<file path="src/axi_router_cfg.svh">
`ifndef AXI_ROUTER_CFG_SVH
`define AXI_ROUTER_CFG_SVH

// Bus widths
`define AXI_ID_W    4
`define AXI_ADDR_W  32
`define AXI_DATA_W  32
`define AXI_STRB_W  4
`define AXI_LEN_W   8

// Windows closed to master 2
`define FORBID_BASE_0  32'h0000_0000
`define FORBID_BASE_1  32'h0000_6000
`define FORBID_BASE_2  32'h0000_A000
`define FORBID_BASE_3  32'h0000_C000
`define FORBID_SIZE    32'd4096

`endif

</file>
<file path="src/axi_router_pkg.sv">
`default_nettype none

`include "axi_router_cfg.svh"

package axi_router_pkg;

  typedef enum logic [1:0] {
    RESP_OKAY   = 2'b00,
    RESP_EXOKAY = 2'b01,
    RESP_SLVERR = 2'b10,
    RESP_DECERR = 2'b11
  } axi_resp_e;

  typedef enum logic [1:0] {
    BURST_FIXED = 2'b00,
    BURST_INCR  = 2'b01,
    BURST_WRAP  = 2'b10
  } axi_burst_e;

  typedef enum logic [1:0] {ST_WR_IDLE, ST_WR_DATA, ST_WR_RESP} wr_err_state_e;

  typedef enum logic {ST_RD_IDLE, ST_RD_DATA} rd_err_state_e;

  localparam logic [`AXI_ADDR_W-1:0] FORBID_BASES [4] =
    '{`FORBID_BASE_0, `FORBID_BASE_1, `FORBID_BASE_2, `FORBID_BASE_3};

  // Address below a base wraps to a large offset and misses that window
  function automatic logic is_forbidden(input logic [`AXI_ADDR_W-1:0] addr);
    logic hit;
    hit = 1'b0;
    for (int i = 0; i < 4; i++)
    begin
      if ((addr - FORBID_BASES[i]) < `FORBID_SIZE)
      begin
        hit = 1'b1;
      end
    end
    return hit;
  endfunction

endpackage

`default_nettype wire

</file>
<file path="src/axi_router_if.sv">
`timescale 1ns/100ps
`default_nettype none

`include "axi_router_cfg.svh"

interface error_wr_if;
  // Command
  logic                  cmd_valid;
  logic                  cmd_ready;
  logic [`AXI_ID_W-1:0]  cmd_id;
  logic [`AXI_LEN_W-1:0] cmd_len;
  // Write beats, data itself is dropped
  logic                  w_valid;
  logic                  w_ready;
  logic                  w_last;
  // Response
  logic                  b_valid;
  logic                  b_ready;
  logic [`AXI_ID_W-1:0]  b_id;

  modport guard (
    output cmd_valid, cmd_id, cmd_len, w_valid, w_last, b_ready,
    input  cmd_ready, w_ready, b_valid, b_id
  );

  modport slave (
    input  cmd_valid, cmd_id, cmd_len, w_valid, w_last, b_ready,
    output cmd_ready, w_ready, b_valid, b_id
  );
endinterface

interface error_rd_if;
  logic                  cmd_valid;
  logic                  cmd_ready;
  logic [`AXI_ID_W-1:0]  cmd_id;
  logic [`AXI_LEN_W-1:0] cmd_len;
  // Read beats, zero data added by the guard
  logic                  r_valid;
  logic                  r_ready;
  logic [`AXI_ID_W-1:0]  r_id;
  logic                  r_last;

  modport guard (
    output cmd_valid, cmd_id, cmd_len, r_ready,
    input  cmd_ready, r_valid, r_id, r_last
  );

  modport slave (
    input  cmd_valid, cmd_id, cmd_len, r_ready,
    output cmd_ready, r_valid, r_id, r_last
  );
endinterface

`default_nettype wire

</file>
<file path="src/wr_guard.sv">
`timescale 1ns/100ps
`default_nettype none

`include "axi_router_cfg.svh"

module wr_guard (
  input  wire                        axi_master_2_slave_router_clk,
  input  wire                        axi_master_2_slave_router_rstn,
  // Upstream master
  input  wire  [`AXI_ID_W-1:0]       awid,
  input  wire  [`AXI_ADDR_W-1:0]     awaddr,
  input  wire  [`AXI_LEN_W-1:0]      awlen,
  input  wire  [2:0]                 awsize,
  input  wire  [1:0]                 awburst,
  input  wire                        awvalid,
  output logic                       awready,
  input  wire  [`AXI_DATA_W-1:0]     wdata,
  input  wire  [`AXI_STRB_W-1:0]     wstrb,
  input  wire                        wlast,
  input  wire                        wvalid,
  output logic                       wready,
  output logic [`AXI_ID_W-1:0]       bid,
  output axi_router_pkg::axi_resp_e  bresp,
  output logic                       bvalid,
  input  wire                        bready,
  // Downstream interconnect
  output logic [`AXI_ID_W-1:0]       m2_awid,
  output logic [`AXI_ADDR_W-1:0]     m2_awaddr,
  output logic [`AXI_LEN_W-1:0]      m2_awlen,
  output logic [2:0]                 m2_awsize,
  output logic [1:0]                 m2_awburst,
  output logic                       m2_awvalid,
  input  wire                        m2_awready,
  output logic [`AXI_DATA_W-1:0]     m2_wdata,
  output logic [`AXI_STRB_W-1:0]     m2_wstrb,
  output logic                       m2_wlast,
  output logic                       m2_wvalid,
  input  wire                        m2_wready,
  input  wire  [`AXI_ID_W-1:0]       m2_bid,
  input  wire  [1:0]                 m2_bresp,
  input  wire                        m2_bvalid,
  output logic                       m2_bready,
  error_wr_if.guard                  err
);
  import axi_router_pkg::*;

  logic aw_forbidden;
  logic aw_open;
  logic aw_fire;
  logic w_last_fire;
  logic wr_busy;
  logic wr_route_err;

  //////////////////// AW
  assign aw_forbidden = is_forbidden(awaddr);
  assign aw_open      = !wr_busy;

  assign m2_awid    = awid;
  assign m2_awaddr  = awaddr;
  assign m2_awlen   = awlen;
  assign m2_awsize  = awsize;
  assign m2_awburst = awburst;
  assign m2_awvalid = awvalid && aw_open && !aw_forbidden;

  assign err.cmd_valid = awvalid && aw_open && aw_forbidden;
  assign err.cmd_id    = awid;
  assign err.cmd_len   = awlen;

  assign awready = aw_open && (aw_forbidden ? err.cmd_ready : m2_awready);
  assign aw_fire = awvalid && awready;

  // Route is held from AW acceptance up to the last W beat
  always_ff @(posedge axi_master_2_slave_router_clk or negedge axi_master_2_slave_router_rstn)
  begin
    if (!axi_master_2_slave_router_rstn)
    begin
      wr_busy      <= 1'b0;
      wr_route_err <= 1'b0;
    end
    else if (aw_fire)
    begin
      wr_busy      <= 1'b1;
      wr_route_err <= aw_forbidden;
    end
    else if (w_last_fire)
    begin
      wr_busy <= 1'b0;
    end
  end

  //////////////////// W
  assign m2_wdata  = wdata;
  assign m2_wstrb  = wstrb;
  assign m2_wlast  = wlast;
  assign m2_wvalid = wvalid && wr_busy && !wr_route_err;

  assign err.w_valid = wvalid && wr_busy && wr_route_err;
  assign err.w_last  = wlast;

  assign wready      = wr_busy && (wr_route_err ? err.w_ready : m2_wready);
  assign w_last_fire = wvalid && wready && wlast;

  //////////////////// B
  // Error response wins, downstream waits
  assign bvalid      = err.b_valid || m2_bvalid;
  assign bid         = err.b_valid ? err.b_id : m2_bid;
  assign bresp       = err.b_valid ? RESP_DECERR : axi_resp_e'(m2_bresp);
  assign err.b_ready = bready;
  assign m2_bready   = bready && !err.b_valid;

endmodule

`default_nettype wire

</file>
<file path="src/wr_decerr_slave.sv">
`timescale 1ns/100ps
`default_nettype none

`include "axi_router_cfg.svh"

module wr_decerr_slave (
  input  wire        axi_master_2_slave_router_clk,
  input  wire        axi_master_2_slave_router_rstn,
  error_wr_if.slave  err
);
  import axi_router_pkg::*;

  wr_err_state_e          state;
  wr_err_state_e          state_nxt;
  logic [`AXI_ID_W-1:0]   id_q;
  logic [`AXI_LEN_W-1:0]  len_q;
  logic [`AXI_LEN_W-1:0]  beat_cnt;
  logic                   cmd_fire;
  logic                   beat_fire;
  logic                   burst_done;

  assign cmd_fire   = err.cmd_valid && err.cmd_ready;
  assign beat_fire  = err.w_valid && err.w_ready;
  // Ends on wlast or once len+1 beats are in
  assign burst_done = err.w_last || (beat_cnt == len_q);

  always_comb
  begin
    state_nxt = state;
    case (state)
      ST_WR_IDLE:
      begin
        if (cmd_fire)
        begin
          state_nxt = ST_WR_DATA;
        end
      end
      ST_WR_DATA:
      begin
        if (beat_fire && burst_done)
        begin
          state_nxt = ST_WR_RESP;
        end
      end
      ST_WR_RESP:
      begin
        if (err.b_ready)
        begin
          state_nxt = ST_WR_IDLE;
        end
      end
      default:
      begin
        state_nxt = ST_WR_IDLE;
      end
    endcase
  end

  always_ff @(posedge axi_master_2_slave_router_clk or negedge axi_master_2_slave_router_rstn)
  begin
    if (!axi_master_2_slave_router_rstn)
    begin
      state         <= ST_WR_IDLE;
      err.cmd_ready <= 1'b0;
      beat_cnt      <= '0;
    end
    else
    begin
      state         <= state_nxt;
      err.cmd_ready <= (state_nxt == ST_WR_IDLE);
      if (cmd_fire)
      begin
        beat_cnt <= '0;
      end
      else if (beat_fire)
      begin
        beat_cnt <= beat_cnt + 1'b1;
      end
    end
  end

  always_ff @(posedge axi_master_2_slave_router_clk)
  begin
    if (cmd_fire)
    begin
      id_q  <= err.cmd_id;
      len_q <= err.cmd_len;
    end
  end

  assign err.w_ready = (state == ST_WR_DATA);
  assign err.b_valid = (state == ST_WR_RESP);
  assign err.b_id    = id_q;

endmodule

`default_nettype wire

</file>
<file path="src/rd_guard.sv">
`timescale 1ns/100ps
`default_nettype none

`include "axi_router_cfg.svh"

module rd_guard (
  input  wire                        axi_master_2_slave_router_clk,
  input  wire                        axi_master_2_slave_router_rstn,
  // Upstream master
  input  wire  [`AXI_ID_W-1:0]       arid,
  input  wire  [`AXI_ADDR_W-1:0]     araddr,
  input  wire  [`AXI_LEN_W-1:0]      arlen,
  input  wire  [2:0]                 arsize,
  input  wire  [1:0]                 arburst,
  input  wire                        arvalid,
  output logic                       arready,
  output logic [`AXI_ID_W-1:0]       rid,
  output logic [`AXI_DATA_W-1:0]     rdata,
  output axi_router_pkg::axi_resp_e  rresp,
  output logic                       rlast,
  output logic                       rvalid,
  input  wire                        rready,
  // Downstream interconnect
  output logic [`AXI_ID_W-1:0]       m2_arid,
  output logic [`AXI_ADDR_W-1:0]     m2_araddr,
  output logic [`AXI_LEN_W-1:0]      m2_arlen,
  output logic [2:0]                 m2_arsize,
  output logic [1:0]                 m2_arburst,
  output logic                       m2_arvalid,
  input  wire                        m2_arready,
  input  wire  [`AXI_ID_W-1:0]       m2_rid,
  input  wire  [`AXI_DATA_W-1:0]     m2_rdata,
  input  wire  [1:0]                 m2_rresp,
  input  wire                        m2_rlast,
  input  wire                        m2_rvalid,
  output logic                       m2_rready,
  error_rd_if.guard                  err
);
  import axi_router_pkg::*;

  logic ar_forbidden;
  logic err_sel;
  logic m2_r_keep;
  logic m2_r_fire;

  //////////////////// AR
  assign ar_forbidden = is_forbidden(araddr);

  assign m2_arid    = arid;
  assign m2_araddr  = araddr;
  assign m2_arlen   = arlen;
  assign m2_arsize  = arsize;
  assign m2_arburst = arburst;
  assign m2_arvalid = arvalid && !ar_forbidden;

  assign err.cmd_valid = arvalid && ar_forbidden;
  assign err.cmd_id    = arid;
  assign err.cmd_len   = arlen;

  assign arready = ar_forbidden ? err.cmd_ready : m2_arready;

  //////////////////// R
  // Downstream keeps R while a beat is on offer or its burst is open
  always_ff @(posedge axi_master_2_slave_router_clk or negedge axi_master_2_slave_router_rstn)
  begin
    if (!axi_master_2_slave_router_rstn)
    begin
      m2_r_keep <= 1'b0;
    end
    else if (m2_r_fire)
    begin
      m2_r_keep <= !m2_rlast;
    end
    else if (m2_rvalid && !err_sel)
    begin
      m2_r_keep <= 1'b1;
    end
  end

  assign err_sel   = err.r_valid && !m2_r_keep;
  assign m2_r_fire = m2_rvalid && m2_rready;

  assign rvalid      = err_sel || m2_rvalid;
  assign rid         = err_sel ? err.r_id : m2_rid;
  assign rdata       = err_sel ? '0 : m2_rdata;
  assign rresp       = err_sel ? RESP_DECERR : axi_resp_e'(m2_rresp);
  assign rlast       = err_sel ? err.r_last : m2_rlast;
  assign err.r_ready = rready && err_sel;
  assign m2_rready   = rready && !err_sel;

endmodule

`default_nettype wire

</file>
<file path="src/rd_decerr_slave.sv">
`timescale 1ns/100ps
`default_nettype none

`include "axi_router_cfg.svh"

module rd_decerr_slave (
  input  wire        axi_master_2_slave_router_clk,
  input  wire        axi_master_2_slave_router_rstn,
  error_rd_if.slave  err
);
  import axi_router_pkg::*;

  rd_err_state_e          state;
  rd_err_state_e          state_nxt;
  logic [`AXI_ID_W-1:0]   id_q;
  logic [`AXI_LEN_W-1:0]  len_q;
  logic [`AXI_LEN_W-1:0]  beat_cnt;
  logic                   cmd_fire;
  logic                   beat_fire;

  assign cmd_fire  = err.cmd_valid && err.cmd_ready;
  assign beat_fire = err.r_valid && err.r_ready;

  always_comb
  begin
    state_nxt = state;
    case (state)
      ST_RD_IDLE:
      begin
        if (cmd_fire)
        begin
          state_nxt = ST_RD_DATA;
        end
      end
      ST_RD_DATA:
      begin
        if (beat_fire && err.r_last)
        begin
          state_nxt = ST_RD_IDLE;
        end
      end
      default:
      begin
        state_nxt = ST_RD_IDLE;
      end
    endcase
  end

  always_ff @(posedge axi_master_2_slave_router_clk or negedge axi_master_2_slave_router_rstn)
  begin
    if (!axi_master_2_slave_router_rstn)
    begin
      state         <= ST_RD_IDLE;
      err.cmd_ready <= 1'b0;
      beat_cnt      <= '0;
    end
    else
    begin
      state         <= state_nxt;
      // One error read in flight at a time
      err.cmd_ready <= (state_nxt == ST_RD_IDLE);
      if (cmd_fire)
      begin
        beat_cnt <= '0;
      end
      else if (beat_fire)
      begin
        beat_cnt <= beat_cnt + 1'b1;
      end
    end
  end

  always_ff @(posedge axi_master_2_slave_router_clk)
  begin
    if (cmd_fire)
    begin
      id_q  <= err.cmd_id;
      len_q <= err.cmd_len;
    end
  end

  assign err.r_valid = (state == ST_RD_DATA);
  assign err.r_last  = (beat_cnt == len_q);
  assign err.r_id    = id_q;

endmodule

`default_nettype wire

</file>
<file path="src/axi_master_2_slave_router.sv">
`timescale 1ns/100ps
`default_nettype none

`include "axi_router_cfg.svh"

module axi_master_2_slave_router (
  input  wire                     axi_master_2_slave_router_clk,
  input  wire                     axi_master_2_slave_router_rstn,
  // Master 2 side
  input  wire  [`AXI_ID_W-1:0]    awid,
  input  wire  [`AXI_ADDR_W-1:0]  awaddr,
  input  wire  [`AXI_LEN_W-1:0]   awlen,
  input  wire  [2:0]              awsize,
  input  wire  [1:0]              awburst,
  input  wire                     awvalid,
  output logic                    awready,
  input  wire  [`AXI_DATA_W-1:0]  wdata,
  input  wire  [`AXI_STRB_W-1:0]  wstrb,
  input  wire                     wlast,
  input  wire                     wvalid,
  output logic                    wready,
  output logic [`AXI_ID_W-1:0]    bid,
  output logic [1:0]              bresp,
  output logic                    bvalid,
  input  wire                     bready,
  input  wire  [`AXI_ID_W-1:0]    arid,
  input  wire  [`AXI_ADDR_W-1:0]  araddr,
  input  wire  [`AXI_LEN_W-1:0]   arlen,
  input  wire  [2:0]              arsize,
  input  wire  [1:0]              arburst,
  input  wire                     arvalid,
  output logic                    arready,
  output logic [`AXI_ID_W-1:0]    rid,
  output logic [`AXI_DATA_W-1:0]  rdata,
  output logic [1:0]              rresp,
  output logic                    rlast,
  output logic                    rvalid,
  input  wire                     rready,
  // Interconnect side
  output logic [`AXI_ID_W-1:0]    m2_awid,
  output logic [`AXI_ADDR_W-1:0]  m2_awaddr,
  output logic [`AXI_LEN_W-1:0]   m2_awlen,
  output logic [2:0]              m2_awsize,
  output logic [1:0]              m2_awburst,
  output logic                    m2_awvalid,
  input  wire                     m2_awready,
  output logic [`AXI_DATA_W-1:0]  m2_wdata,
  output logic [`AXI_STRB_W-1:0]  m2_wstrb,
  output logic                    m2_wlast,
  output logic                    m2_wvalid,
  input  wire                     m2_wready,
  input  wire  [`AXI_ID_W-1:0]    m2_bid,
  input  wire  [1:0]              m2_bresp,
  input  wire                     m2_bvalid,
  output logic                    m2_bready,
  output logic [`AXI_ID_W-1:0]    m2_arid,
  output logic [`AXI_ADDR_W-1:0]  m2_araddr,
  output logic [`AXI_LEN_W-1:0]   m2_arlen,
  output logic [2:0]              m2_arsize,
  output logic [1:0]              m2_arburst,
  output logic                    m2_arvalid,
  input  wire                     m2_arready,
  input  wire  [`AXI_ID_W-1:0]    m2_rid,
  input  wire  [`AXI_DATA_W-1:0]  m2_rdata,
  input  wire  [1:0]              m2_rresp,
  input  wire                     m2_rlast,
  input  wire                     m2_rvalid,
  output logic                    m2_rready
);

  error_wr_if wr_err_if ();
  error_rd_if rd_err_if ();

  //////////////////// Write path
  wr_guard wr_guard_inst (.err(wr_err_if), .*);

  wr_decerr_slave wr_decerr_slave_inst (
    .axi_master_2_slave_router_clk  (axi_master_2_slave_router_clk),
    .axi_master_2_slave_router_rstn (axi_master_2_slave_router_rstn),
    .err                            (wr_err_if)
  );

  //////////////////// Read path
  rd_guard rd_guard_inst (.err(rd_err_if), .*);

  rd_decerr_slave rd_decerr_slave_inst (
    .axi_master_2_slave_router_clk  (axi_master_2_slave_router_clk),
    .axi_master_2_slave_router_rstn (axi_master_2_slave_router_rstn),
    .err                            (rd_err_if)
  );

endmodule

`default_nettype wire

</file>
<file path="config.mk">
export PLATFORM = sky130hd
export DESIGN_NAME = axi_master_2_slave_router
export DESIGN_NICKNAME = d
export VERILOG_FILES = /design/src/axi_router_pkg.sv /design/src/axi_router_if.sv /design/src/wr_guard.sv /design/src/wr_decerr_slave.sv /design/src/rd_guard.sv /design/src/rd_decerr_slave.sv /design/src/axi_master_2_slave_router.sv
export VERILOG_INCLUDE_DIRS = /design/src /design/src/src
export SDC_FILE = /design/constraint.sdc
export NUM_CORES = 1
export LEC_CHECK = 0
export ABC_AREA = 1
export BUFFER_PORTS_ARGS = -buffer_cell sky130_fd_sc_hd__buf_4
export CAP_MARGIN = 20
export CORE_AREA = 2 2 147 149
export CTS_BUF_LIST = sky130_fd_sc_hd__clkbuf_2
export CTS_CLUSTER_DIAMETER = 100
export DETAILED_ROUTE_END_ITERATION = 10
export DIE_AREA = 0 0 149 151
export GPL_TIMING_DRIVEN = 1
export SKIP_LAST_GASP = 1
export SLEW_MARGIN = 20
export SYNTH_ARGS = -nofsm -noshare
export SYNTH_HDL_FRONTEND = slang
export SYNTH_SLANG_ARGS = --single-unit
export TNS_END_PERCENT = 1
</file>
<file path="constraint.sdc">
create_clock -name axi_master_2_slave_router_clk -period 2.3 [get_ports axi_master_2_slave_router_clk]
set_clock_uncertainty 0.2 [all_clocks]
set_input_delay 0.345 -clock axi_master_2_slave_router_clk [delete_from_list [all_inputs] [get_ports axi_master_2_slave_router_clk]]
set_output_delay 0.345 -clock axi_master_2_slave_router_clk [all_outputs]
set_load 0.02 [all_outputs]
</file>
==> impl_results.md, run 1 <==
* Largest family of logic cells by synthesized area: simple AND/OR/NAND/NOR gates
* Commonest non-fill, non-tap cell in the layout: sky130_fd_sc_hd__buf_4
* Number of cells on the worst reg-to-reg path at 10
* Remaining global-route overflow at 0
* Register-to-register setup slack at 0.38 ns
* Minimum setup slack in the final design at -0.2824 ns
* Final setup viols at 27
* Via total after detailed routing at 6175
* Via/cell ratio at 4.339
* Post-Route WL at 18500 um
* Unrepaired setup endpoints after global routing: yes
* Number of different library cells in the post-synthesis netlist at 29
* Root Buffer Master: sky130_fd_sc_hd__clkbuf_2
* Standard-cell row count at 53
* Residual antenna-violating net count after detailed routing at 0
* Post-detailed-placement half-perimeter wirelength at 14890 um
* Compound-cell area share of the yosys netlist at 3.927%
* Kind of start point of the critical path: primary input
* GPL Wtd Cong at 0.8929
* Actual slew at the worst max-slew pin at 0.3683 ns
* Worst hold start: wlast
* Highest Clock Rate at 387.2 MHz
* Via count of the first global-routing pass at 5927
* Number of clock buffers inserted by TritonCTS at 5
* Commonest cells after routing, fill and taps aside: sky130_fd_sc_hd__buf_4, sky130_fd_sc_hd__nand2_1, sky130_fd_sc_hd__nor2_1
* Share of total power consumed by net switching at 37.77%
* Min Clock Period, post-route at 2.582 ns
* Peak VDD IR at 0.0003401 V
* Total of buffers placed on input and output ports at 241
* DRC errors left at 0
* Mean instance size in the synthesized netlist at 6.277 sq um
* WP data arrival at 2.04 ns
* Hold_ws at 0.05686 ns
* Number of diodes added for antenna fixing at 0
* Relative contribution of the clock network to total power at 16.2%
* Routed length per instance at 13.00 um
* Reg-to-reg startpoint: rd_guard_inst.m2_r_keep
* Worst flop-to-flop path endpoint: rd_decerr_slave_inst.beat_cnt[7]
* Total power at 2972 uW
* Final cycle utilization of the critical path at 112.3%
* Clock-pin slew of the registers on the worst-case setup and hold paths at 0.27 ns
* Core Region at 0.02082 sq mm
* Portion of netlist area occupied by mux cells at 0%
* DRT iter0 DRCs at 253
* First-pass GRT wire length at 28490 um
* Vertical die dimension at 151 um
* Synth Instances at 878
* Initial antenna violation count at 0
* Outcome: finished with violations
* DIE WIDTH at 149 um
* Number of warnings printed during yosys synthesis at 0
* Level count of the clock H-tree at 2
* Adder and majority cell fraction of the synthesized area at 1.362%
* Crit Path Category: in -> out
* Violations in the final reports: negative setup slack
* Number of search-and-repair iterations in the first detailed-routing pass at 5
* Clock sinks at 48
* Crit path required time at 1.75 ns
* TritonCTS clock tree: done
* Die Outline Area at 0.02250 sq mm
* Number of top-level pins at 382
* Share of power burned in combinational logic at 48.6%
* Sequential fraction of design power at 35.3%
* Endpoint with the worst hold slack: wr_decerr_slave_inst.state[0]
* FF+latch count, synth at 48
* Leak pwr at 0.004347 uW
* Xor/xnor share of the synthesized area at 4.291%
* Share of final-layout standard cells stronger than drive strength 1 at 43.90%
* Final-stage net count at 1345
* Max_cap viols at 0
* Worst setup slack after placement at -0.3857 ns
* Initial Util at 26.47%
* Worst slew margin at 75.22%
* Final hold violation count at 0
* CP endpoint kind: primary output
* Sum of negative setup slack at -2.774 ns
* Fraction of the yosys area taken by sequential cells at 23.97%
* Global-route total usage across every layer at 15.49%
* Number of instances on the worst hold path at 4
* Synth Cell Area at 0.005512 sq mm
* Final core utilization at 40.49%
* Simple-gate area share of the yosys netlist at 39.21%
* Classification of the worst-slack hold path: in -> reg
* Top fanout value on the critical path at 5
* Area grow syn2layout at 52.99%
* Net switching component of the power at 1122 uW
* Clock tree buffer depth at 2
* Slew Limit Fails at 0
* Maximum number of pins on one net before global-route repair at 41
* Nets in the synthesized netlist at 1076
* Power Internal at 1849 uW
* Skew-Pair Late Insertion Delay at 0.43 ns
* Total power density per cell area at 352.4 mW/mm^2
[kinds of logic after synthesis]
| kind of cell | after synthesis |
|---|---|
| DFF | 48 |
| and+or+nand+nor | 493 |
| AOI/OAI and AO/OA | 41 |
| buffers and inverters | 263 |
| xor gates and xnor gates | 27 |
| adders and majority gates | 6 |
[cells in the mapped netlist]
| library cell | instances | area [sq um] |
|---|---|---|
| sky130_fd_sc_hd__o21ai_0 | 20 | 100.1 |
| sky130_fd_sc_hd__nand3_2 | 2 | 20.02 |
| sky130_fd_sc_hd__xnor2_1 | 8 | 70.07 |
| sky130_fd_sc_hd__clkbuf_1 | 4 | 15.01 |
| sky130_fd_sc_hd__a31oi_1 | 1 | 6.260 |
| sky130_fd_sc_hd__nand2_1 | 213 | 799.5 |
| sky130_fd_sc_hd__inv_2 | 5 | 18.77 |
| sky130_fd_sc_hd__nor4_1 | 3 | 18.77 |
| sky130_fd_sc_hd__buf_4 | 135 | 1013 |
| sky130_fd_sc_hd__nand4_1 | 17 | 106.4 |
| sky130_fd_sc_hd__or2_2 | 9 | 56.30 |
| sky130_fd_sc_hd__nor2_2 | 16 | 100.1 |
| sky130_fd_sc_hd__nand3_1 | 64 | 320.3 |
| sky130_fd_sc_hd__a21o_1 | 1 | 7.510 |
| sky130_fd_sc_hd__nor2_4 | 7 | 78.83 |
| sky130_fd_sc_hd__buf_6 | 1 | 11.26 |
| sky130_fd_sc_hd__nor3_1 | 6 | 30.03 |
| sky130_fd_sc_hd__a21oi_1 | 13 | 65.06 |
| sky130_fd_sc_hd__nor2_1 | 143 | 536.8 |
| sky130_fd_sc_hd__nand3b_1 | 5 | 37.54 |
| sky130_fd_sc_hd__edfxtp_1 | 24 | 720.7 |
| sky130_fd_sc_hd__dfrtp_1 | 24 | 600.6 |
| sky130_fd_sc_hd__a21oi_2 | 2 | 17.52 |
| sky130_fd_sc_hd__inv_1 | 118 | 442.9 |
| sky130_fd_sc_hd__nand4_2 | 1 | 12.51 |
| sky130_fd_sc_hd__o21ai_1 | 4 | 20.02 |
| sky130_fd_sc_hd__ha_1 | 6 | 75.07 |
| sky130_fd_sc_hd__nand2_2 | 7 | 43.79 |
| sky130_fd_sc_hd__xor2_1 | 19 | 166.4 |
[worst max-delay path, cell delays in order]
cell and delay, ns:
sky130_fd_sc_hd__buf_8 0.10, sky130_fd_sc_hd__nor2_4 0.18, sky130_fd_sc_hd__buf_6 0.13, sky130_fd_sc_hd__nand2_4 0.05
sky130_fd_sc_hd__nor2_4 0.15, sky130_fd_sc_hd__buf_6 0.13, sky130_fd_sc_hd__nand2_2 0.05, sky130_fd_sc_hd__o21ai_2 0.13
sky130_fd_sc_hd__nand2_1 0.06, sky130_fd_sc_hd__nor2_1 0.10, sky130_fd_sc_hd__nand3_1 0.12, sky130_fd_sc_hd__nand4_4 0.12
sky130_fd_sc_hd__buf_6 0.11, sky130_fd_sc_hd__nand2_1 0.04, sky130_fd_sc_hd__o21ai_1 0.07, sky130_fd_sc_hd__buf_4 0.15
[power by group through the flow]
stage                     registers (uW)  logic [uW]  clock network, uW
after global routing                1060        1580                521
after global placement              1060        1290                  0
after CTS                           1050        1400                496
after detailed placement            1060        1310                  0
after floorplan                     1050         883                  0
final                               1050        1440                480
[how the worst max path moves through the flow]
stage	startpoint	to	slack [ns]	cells after the start
detailed placement	araddr[13]	rd_decerr_slave_inst.err.r_id[2]	-0.39	17
global placement	araddr[13]	arready	-0.40	19
global route	araddr[23]	arready	-0.41	12
CTS	araddr[16]	arready	-0.24	14
floorplan	awaddr[13]	wr_decerr_slave_inst.err.b_id[0]	-0.07	12
finish	araddr[17]	arready	-0.28	16
[per-layer routing]
layer  global-route usage (%)  wire, um
met2                    27.53      9187
met4                    4.667       505
met1                    19.11      7436
met3                    2.741      1366
met5                        0         0
[repair_timing]
| action | CTS | global route |
|---|---|---|
| endpoints found under the hold margin | 52 | 0 |
| endpoints found under the setup margin | 5 | 50 |
| pin swaps | 24 | 36 |
| setup buffers | 15 | 8 |
| gates resized for setup | 55 | 64 |
| hold buffers | 31 | 0 |
[registers in the layout (all words and copies together), names as in the netlist, 2 cells and up]
register and count:
rd_decerr_slave_inst.len_q 8, wr_decerr_slave_inst.beat_cnt 8, wr_decerr_slave_inst.err.b_id 4, wr_decerr_slave_inst.len_q 8, rd_decerr_slave_inst.beat_cnt 8, rd_decerr_slave_inst.err.r_id 4, wr_decerr_slave_inst.state 2
[metrics by stage]
stage | cells | cell area [sq um]
floorplan | 878 | 5519
global placement | 1361 | 7463
detailed placement | 1361 | 7463
CTS | 1415 | 8149
global route | 1423 | 8432
finish | 1423 | 8432
[layout make-up]
cell class                 instances  area [sq um]
sequential                        48          1321
fill                            2194         12390
clock buffer                       5         25.02
inverter                         123         473.0
multi-input combinational        567          3013
timing repair buffer             402          3209
clock inverter                     3         46.29
tap                              275         344.1
(Power assumes the default switching activity.)
==> run 2: changes to the inputs <==
Settings changed: ABC_AREA 1 to default, CORE_AREA 2 2 147 149 to 2 2 149 151, DIE_AREA 0 0 149 151 to 0 0 151 153, SLEW_MARGIN 20 to 30.
==> run 2 against run 1 <==
Die area is 2.7% higher. Critical path type unchanged. Largest power group unchanged. Combinational power decreased by 33%. Sequential share of layout area is 3.0 points higher. Synthesized area decreased by 14%. Sequential power decreased by 12%. Cell area shrank 16%. The flow still finishes with violations (negative setup slack). Largest cell class unchanged. Global-route usage is 3.0 points lower. Clock-buffer cell count increased by 2.
==> impl_results.md, run 2 <==
* Final cycle utilization of the critical path at 121.7% (was 112.3%)
* Adder and majority cell fraction of the synthesized area at 1.588% (was 1.362%)
* Area occupied by multi-input gates at 0.002417 sq mm (was 0.003013 sq mm)
* Violations in the final reports: negative setup slack (unchanged)
* Minimum setup slack in the final design at -0.4996 ns (was -0.2824 ns)
* Sequential fraction of design power at 41.5% (was 35.3%)
* Setup crit start: araddr[17] (unchanged)
* Number of different library cells in the post-synthesis netlist at 65 (was 29)
* Reg-to-reg startpoint: rd_guard_inst.m2_r_keep (unchanged)
* Die Outline Area at 0.02310 sq mm (was 0.02250 sq mm)
* Via count of the first global-routing pass at 4466 (was 5927)
* Compound-cell area share of the yosys netlist at 11.51% (was 3.927%)
* Highest Clock Rate at 357.2 MHz (was 387.2 MHz)
* Nets in the synthesized netlist at 739 (was 1076)
* Clock tree buffer depth at 2 (unchanged)
* Synth Cell Area at 0.004727 sq mm (was 0.005512 sq mm)
* Predominant post-synthesis flop cell: sky130_fd_sc_hd__edfxtp_1 (unchanged)
* Largest family of logic cells by synthesized area: simple AND/OR/NAND/NOR gates (unchanged)
* TritonCTS clock tree: done (unchanged)
* Sequential standard cell area at 0.001321 sq mm (unchanged)
* Crit Path Category: in -> out (unchanged)
* Via/cell ratio at 4.278 (was 4.339)
* Initial antenna violation count at 0 (unchanged)
* Commonest non-fill, non-tap cell in the layout: sky130_fd_sc_hd__buf_4 (unchanged)
* Peak VDD IR at 0.0002255 V (was 0.0003401 V)
* Number of enable flip-flop cells after synthesis at 24 (unchanged)
* Maximum number of pins on one net before global-route repair at 42 (was 41)
* Crit path required time at 1.75 ns (about the same)
* Xor/xnor share of the synthesized area at 7.411% (was 4.291%)
* Top fanout value on the critical path at 4 (was 5)
* Hold_ws at 0.05706 ns (was 0.05686 ns)
* Routed length per instance at 14.70 um (was 13.00 um)
* Standard-cell row count at 54 (was 53)
* Level count of the clock H-tree at 2 (unchanged)
* DRT iter0 DRCs at 130 (was 253)
* Number of clock buffers inserted by TritonCTS at 5 (unchanged)
* Share of final-layout standard cells stronger than drive strength 1 at 53.67% (was 43.90%)
* Synth Instances at 541 (was 878)
* Final hold violation count at 0 (unchanged)
* Kind of start point of the critical path: primary input (unchanged)
* Number of warnings printed during yosys synthesis at 0 (unchanged)
* DRC errors left at 0 (unchanged)
* Post-synthesis async set-or-reset flop share at 50.00% (unchanged)
* Via total after detailed routing at 4458 (was 6175)
* Relative contribution of the clock network to total power at 15.1% (was 16.2%)
* Net switching component of the power at 729.7 uW (was 1122 uW)
* Clock-pin slew of the registers on the worst-case setup and hold paths at 0.22 ns (was 0.27 ns)
* Synth area leader: sky130_fd_sc_hd__buf_4 (unchanged)
* Final standard cell area without fillers at 0.007081 sq mm (was 0.008432 sq mm)
* Leak pwr at 0.003194 uW (was 0.004347 uW)
* Worst slew margin at 69.69% (was 75.22%)
* Number of top-level pins at 382 (unchanged)
* Number of search-and-repair iterations in the first detailed-routing pass at 4 (was 5)
* Total power at 2224 uW (was 2972 uW)
* Residual antenna-violating net count after detailed routing at 0 (unchanged)
* WP data arrival at 2.25 ns (was 2.04 ns)
* Dominant cell by count in the synthesized netlist: sky130_fd_sc_hd__buf_4 (was sky130_fd_sc_hd__nand2_1)
* Post-Route WL at 15310 um (was 18500 um)
* Outcome: finished with violations (unchanged)
* Area share of the leading cell type in the synthesized netlist at 21.60% (was 18.39%)
* Actual slew at the worst max-slew pin at 0.4505 ns (was 0.3683 ns)
* Root Buffer Master: sky130_fd_sc_hd__clkbuf_2 (unchanged)
* Min Clock Period, post-route at 2.800 ns (was 2.582 ns)
* Clock sinks at 48 (unchanged)
* Worst hold start: m2_awready (was wlast)
* Ranking of synthesized cells by area: sky130_fd_sc_hd__buf_4, sky130_fd_sc_hd__edfxtp_1, sky130_fd_sc_hd__dfrtp_1, sky130_fd_sc_hd__and2_1, sky130_fd_sc_hd__xor2_1 (was sky130_fd_sc_hd__buf_4, sky130_fd_sc_hd__nand2_1, sky130_fd_sc_hd__edfxtp_1, sky130_fd_sc_hd__dfrtp_1, sky130_fd_sc_hd__nor2_1)
* Area grow syn2layout at 49.79% (was 52.99%)
* First-pass GRT wire length at 23290 um (was 28490 um)
* Total power density per cell area at 314.1 mW/mm^2 (was 352.4 mW/mm^2)
* CP endpoint kind: primary output (unchanged)
* Share of power burned in combinational logic at 43.4% (was 48.6%)
* Final setup viols at 17 (was 27)
* Fill count at 2262 (was 2194)
* Skew-Pair Late Insertion Delay at 0.40 ns (was 0.43 ns)
* Final-stage net count at 959 (was 1345)
* Classification of the worst-slack hold path: in -> reg (unchanged)
* FF+latch count, synth at 48 (unchanged)
* Share of total power consumed by net switching at 32.81% (was 37.77%)
* Max_cap viols at 0 (unchanged)
* GPL Wtd Cong at 0.8399 (was 0.8929)
* Initial Util at 22.00% (was 26.47%)
* Commonest cells after routing, fill and taps aside: sky130_fd_sc_hd__buf_4, sky130_fd_sc_hd__nand2_1, sky130_fd_sc_hd__and2_1 (was sky130_fd_sc_hd__buf_4, sky130_fd_sc_hd__nand2_1, sky130_fd_sc_hd__nor2_1)
* Core Region at 0.02149 sq mm (was 0.02082 sq mm)
* Remaining global-route overflow at 0 (unchanged)
* Slew Limit Fails at 0 (unchanged)
* Most frequent cells after synthesis: sky130_fd_sc_hd__buf_4, sky130_fd_sc_hd__and2_1, sky130_fd_sc_hd__nand2_1 (was sky130_fd_sc_hd__nand2_1, sky130_fd_sc_hd__nor2_1, sky130_fd_sc_hd__buf_4)
* Unrepaired setup endpoints after global routing: yes (unchanged)
* Sum of negative setup slack at -3.528 ns (was -2.774 ns)
* Vertical die dimension at 153 um (was 151 um)
* Placed Area at 0.006569 sq mm (was 0.007463 sq mm)
* Final core utilization at 32.95% (was 40.49%)
* Fraction of the yosys area taken by sequential cells at 27.95% (was 23.97%)
* Number of diodes added for antenna fixing at 0 (unchanged)
* Post-detailed-placement half-perimeter wirelength at 12460 um (was 14890 um)
* Total of buffers placed on input and output ports at 241 (unchanged)
* Power Internal at 1494 uW (was 1849 uW)
* Mean instance size in the synthesized netlist at 8.738 sq um (was 6.277 sq um)
* Portion of netlist area occupied by mux cells at 1.826% (was 0%)
* DIE WIDTH at 151 um (was 149 um)
* Simple-gate area share of the yosys netlist at 25.04% (was 39.21%)
* Global-route total usage across every layer at 12.49% (was 15.49%)
-- run 2: worst paths after layout --
kind                                                    end  cells past startpoint  slack, ns
setup / recovery                                 m2_arvalid                     12      -0.50
hold / removal                   wr_guard_inst.wr_route_err                      4       0.06
hold reg to reg               wr_decerr_slave_inst.state[0]                      1       0.38
min in group asynchronous  wr_decerr_slave_inst.beat_cnt[4]                      2       0.15
max in group asynchronous  rd_decerr_slave_inst.beat_cnt[6]                      2       1.50
setup reg to reg           rd_decerr_slave_inst.beat_cnt[7]                      7       0.49
-- run 2: power by group through the flow --
stage	Clock, uW	Combinational (uW)	Sequential (uW)
finish	336	966	922
detailed placement	0	906	939
floorplan	0	610	935
global placement	0	905	939
CTS	356	968	923
global route	392	1030	924
-- run 2: metal layers --
| metal | track usage, % | part of all wire [%] | vias to the layer above |
|---|---|---|---|
| li1 | - | - | 2174 |
| met1 | 14.62 | 40 | 2066 |
| met2 | 23.07 | 51 | 173 |
| met3 | 2.299 | 6.4 | 45 |
| met4 | 3.338 | 2.5 | 0 |
| met5 | 0 | 0 | - |
-- run 2: what timing repair did --
item | in CTS | in global routing
hold buffers | 27 | 0
buffers inserted | 4 | 1
pin swaps | 18 | 1
cloned | 0 | 0
setup endpoints to repair | 36 | 77
hold endpoints to repair | 49 | 0
resized for setup | 38 | 2
-- run 2: cells by family after synthesis --
group	count (synthesis)
AO/OA/AOI/OAI	76
buffers and inverters	164
adder cells (fa/ha/maj)	6
AND/OR/NAND/NOR	199
XOR/XNOR	40
multiplexers	8
flip-flops	48
-- run 2: worst max-delay path, stage by stage --
cell and delay (ns):
sky130_fd_sc_hd__buf_6 0.11, sky130_fd_sc_hd__nor4_4 0.33, sky130_fd_sc_hd__buf_4 0.18, sky130_fd_sc_hd__and2_4 0.14, sky130_fd_sc_hd__a21boi_1 0.07, sky130_fd_sc_hd__o22ai_2 0.26, sky130_fd_sc_hd__nor4_4 0.08, sky130_fd_sc_hd__a31o_4 0.24
sky130_fd_sc_hd__buf_4 0.13, sky130_fd_sc_hd__buf_4 0.14, sky130_fd_sc_hd__nor2_4 0.11, sky130_fd_sc_hd__buf_6 0.12
-- run 2: cell type report --
class,count,share of cell area [%]
clock buffer,7,0.4948
clock inverter,1,0.05301
inverter,13,0.6892
multi-input combinational,329,34.14
sequential,48,18.66
tap,280,4.948
timing repair buffer,364,41.01
-- run 2: through the flow --
stage	setup WS [ns]	cells
after floorplan	-0.2537	541
after global placement	-0.5955	1004
after CTS	-0.4672	1041
after global routing	-0.5917	1042
after detailed placement	-0.6119	1004
final	-0.4996	1042
==> run 3: changes to the inputs <==
Settings changed: CAP_MARGIN 20 to 5, PLACE_DENSITY from default to 0.55.
==> run 3 against run 2 <==
The flow still finishes with violations (negative setup slack). Via count shrank 1.3%. Register-to-register slack is essentially flat. Largest cell class unchanged. Power grew 5.0%. Global-route usage shrank 0.34 points.
==> impl_results.md, run 3 (synthesized netlist as in run 2, its figures left out) <==
* Via/cell ratio at 4.222 (was 4.278)
* TritonCTS clock tree: done (unchanged)
* Clock sinks at 48 (unchanged)
* Total power at 2336 uW (was 2224 uW)
* Crit Path Category: in -> out (unchanged)
* Clock-pin slew of the registers on the worst-case setup and hold paths at 0.24 ns (was 0.22 ns)
* Kind of start point of the critical path: primary input (unchanged)
* DRT iter0 DRCs at 106 (was 130)
* Clock tree buffer depth at 2 (unchanged)
* Share of final-layout standard cells stronger than drive strength 1 at 52.10% (was 53.67%)
* Post-detailed-placement half-perimeter wirelength at 12100 um (was 12460 um)
* Area grow syn2layout at 48.68% (was 49.79%)
* Number of diodes added for antenna fixing at 0 (unchanged)
* WP data arrival at 2.25 ns (about the same)
* Actual slew at the worst max-slew pin at 0.4690 ns (was 0.4505 ns)
* Die Outline Area at 0.02310 sq mm (unchanged)
* Vertical die dimension at 153 um (unchanged)
* Crit path required time at 1.75 ns (about the same)
* Commonest cells after routing, fill and taps aside: sky130_fd_sc_hd__buf_4, sky130_fd_sc_hd__nand2_1, sky130_fd_sc_hd__and2_1 (unchanged)
* Remaining global-route overflow at 0 (unchanged)
* Via total after detailed routing at 4399 (was 4458)
* CP cell instances: buf_8 > nor4_4 > buf_4 > and2_4 > o21a_1 > o22ai_2 > nor4_2 > a31o_4 > mux2_4 > buf_6 (was buf_6 > nor4_4 > buf_4 > and2_4 > a21boi_1 > o22ai_2 > nor4_4 > a31o_4 > buf_4 > buf_4 > nor2_4 > buf_6)
* Outcome: finished with violations (unchanged)
* Via count of the first global-routing pass at 4615 (was 4466)
* Level count of the clock H-tree at 2 (unchanged)
* DRC errors left at 0 (unchanged)
* Worst slew margin at 68.44% (was 69.69%)
* Top fanout value on the critical path at 3 (was 4)
* First-pass GRT wire length at 22940 um (was 23290 um)
* Highest Clock Rate at 358.4 MHz (was 357.2 MHz)
* Slew Limit Fails at 0 (unchanged)
* Stage delay of the slowest cell on the critical path at 0.35 ns (was 0.33 ns)
* DIE WIDTH at 151 um (unchanged)
* Classification of the worst-slack hold path: in -> reg (unchanged)
* Number of clock buffers inserted by TritonCTS at 5 (unchanged)
* Number of search-and-repair iterations in the first detailed-routing pass at 5 (was 4)
* Final hold violation count at 0 (unchanged)
* Commonest non-fill, non-tap cell in the layout: sky130_fd_sc_hd__buf_4 (unchanged)
* Root Buffer Master: sky130_fd_sc_hd__clkbuf_2 (unchanged)
* Minimum setup slack in the final design at -0.4901 ns (was -0.4996 ns)
* Violations in the final reports: negative setup slack (unchanged)
* Slowest cell on the critical path: sky130_fd_sc_hd__nor4_4 (unchanged)
* Residual antenna-violating net count after detailed routing at 0 (unchanged)
* Global-route total usage across every layer at 12.15% (was 12.49%)
* Final setup viols at 19 (was 17)
* Max_cap viols at 0 (unchanged)
* Maximum number of pins on one net before global-route repair at 42 (unchanged)
* Standard-cell row count at 54 (unchanged)
* Number of top-level pins at 382 (unchanged)
* Final cycle utilization of the critical path at 121.3% (was 121.7%)
* Min Clock Period, post-route at 2.790 ns (was 2.800 ns)
* Unrepaired setup endpoints after global routing: yes (unchanged)
* Skew-Pair Late Insertion Delay at 0.42 ns (was 0.40 ns)
* CP endpoint kind: primary output (unchanged)
* GPL Wtd Cong at 0.8502 (was 0.8399)
* Peak VDD IR at 0.0002666 V (was 0.0002255 V)
* Total of buffers placed on input and output ports at 241 (unchanged)
* Total power density per cell area at 332.4 mW/mm^2 (was 314.1 mW/mm^2)
* Leak pwr at 0.003185 uW (was 0.003194 uW)
* Core Region at 0.02149 sq mm (unchanged)
* Final-stage net count at 959 (unchanged)
* Initial antenna violation count at 0 (unchanged)
* Post-Route WL at 14730 um (was 15310 um)
* Final core utilization at 32.71% (was 32.95%)
* Routed length per instance at 14.14 um (was 14.70 um)
* Initial Util at 22.00% (unchanged)
* Sum of negative setup slack at -2.256 ns (was -3.528 ns)
-- run 3: worst max-delay path: cells and delay by family --
kind / cells / cell delay, ns
AO/OA/AOI/OAI: 3 / 0.42
buffers and inverters: 3 / 0.42
AND/OR/NAND/NOR: 3 / 0.77
multiplexers: 1 / 0.30
-- run 3: what timing repair did --
action / in CTS / in global routing
pin swaps: 7 / 2
buffers inserted: 1 / 2
hold buffers: 29 / 0
resized for setup: 15 / 3
setup endpoints to repair: 22 / 79
endpoints found under the hold margin: 51 / 0
-- run 3: stage by stage --
step           std cells  worst slack, ns  hold WS, ns  instance area, sq um
6_report            1042          -0.4901      0.07798                  7028
5_1_grt             1042          -0.6215      0.05956                  7028
4_1_cts             1040          -0.4863      0.05290                  6992
3_3_place_gp        1002          -0.5452      0.07388                  6554
3_5_place_dp        1002          -0.6493      0.07013                  6554
2_1_floorplan        541          -0.2537      -0.1506                  4780
-- run 3: power breakdown --
part | total, uW | leakage, uW | internal, uW | switching (uW)
clock | 472 | 0.0000431 | 188 | 283
combinational | 942 | 0.00261 | 493 | 449
sequential | 922 | 0.000532 | 911 | 11.1
-- run 3: worst paths after layout --
kind / end / startpoint / depth (start not counted) / slack (ns)
setup / recovery: arready / araddr[17] / 10 / -0.49
hold / removal: wr_decerr_slave_inst.state[0] / wlast / 3 / 0.08
setup reg to reg: wr_decerr_slave_inst.beat_cnt[5] / wr_decerr_slave_inst.state[1] / 7 / 0.50
hold reg to reg: wr_decerr_slave_inst.state[0] / wr_decerr_slave_inst.state[0] / 1 / 0.37
max in group asynchronous: wr_decerr_slave_inst.beat_cnt[0] / axi_master_2_slave_router_rstn / 2 / 1.54
min in group asynchronous: wr_decerr_slave_inst.beat_cnt[2] / axi_master_2_slave_router_rstn / 2 / 0.10
-- run 3: area by class of cell --
cell class,count,area (sq um)
Fill cell,2250,14460
Timing Repair Buffer,364,2887
Multi-Input combinational cell,329,2349
Sequential cell,48,1321
Tap cell,280,350.3
Inverter,13,48.80
Clock inverter,3,47.55
Clock buffer,5,25.02
-- run 3: per-layer routing --
| metal | GRT usage, % | share of wire [%] | wire (um) | vias to the layer above |
|---|---|---|---|---|
| li1 | - | - | - | 2178 |
| met1 | 14.89 | 41 | 6108 | 2023 |
| met2 | 21.15 | 50 | 7372 | 158 |
| met3 | 2.299 | 6.0 | 879 | 40 |
| met4 | 4.183 | 2.5 | 371 | 0 |
| met5 | 0 | 0 | 0 | - |
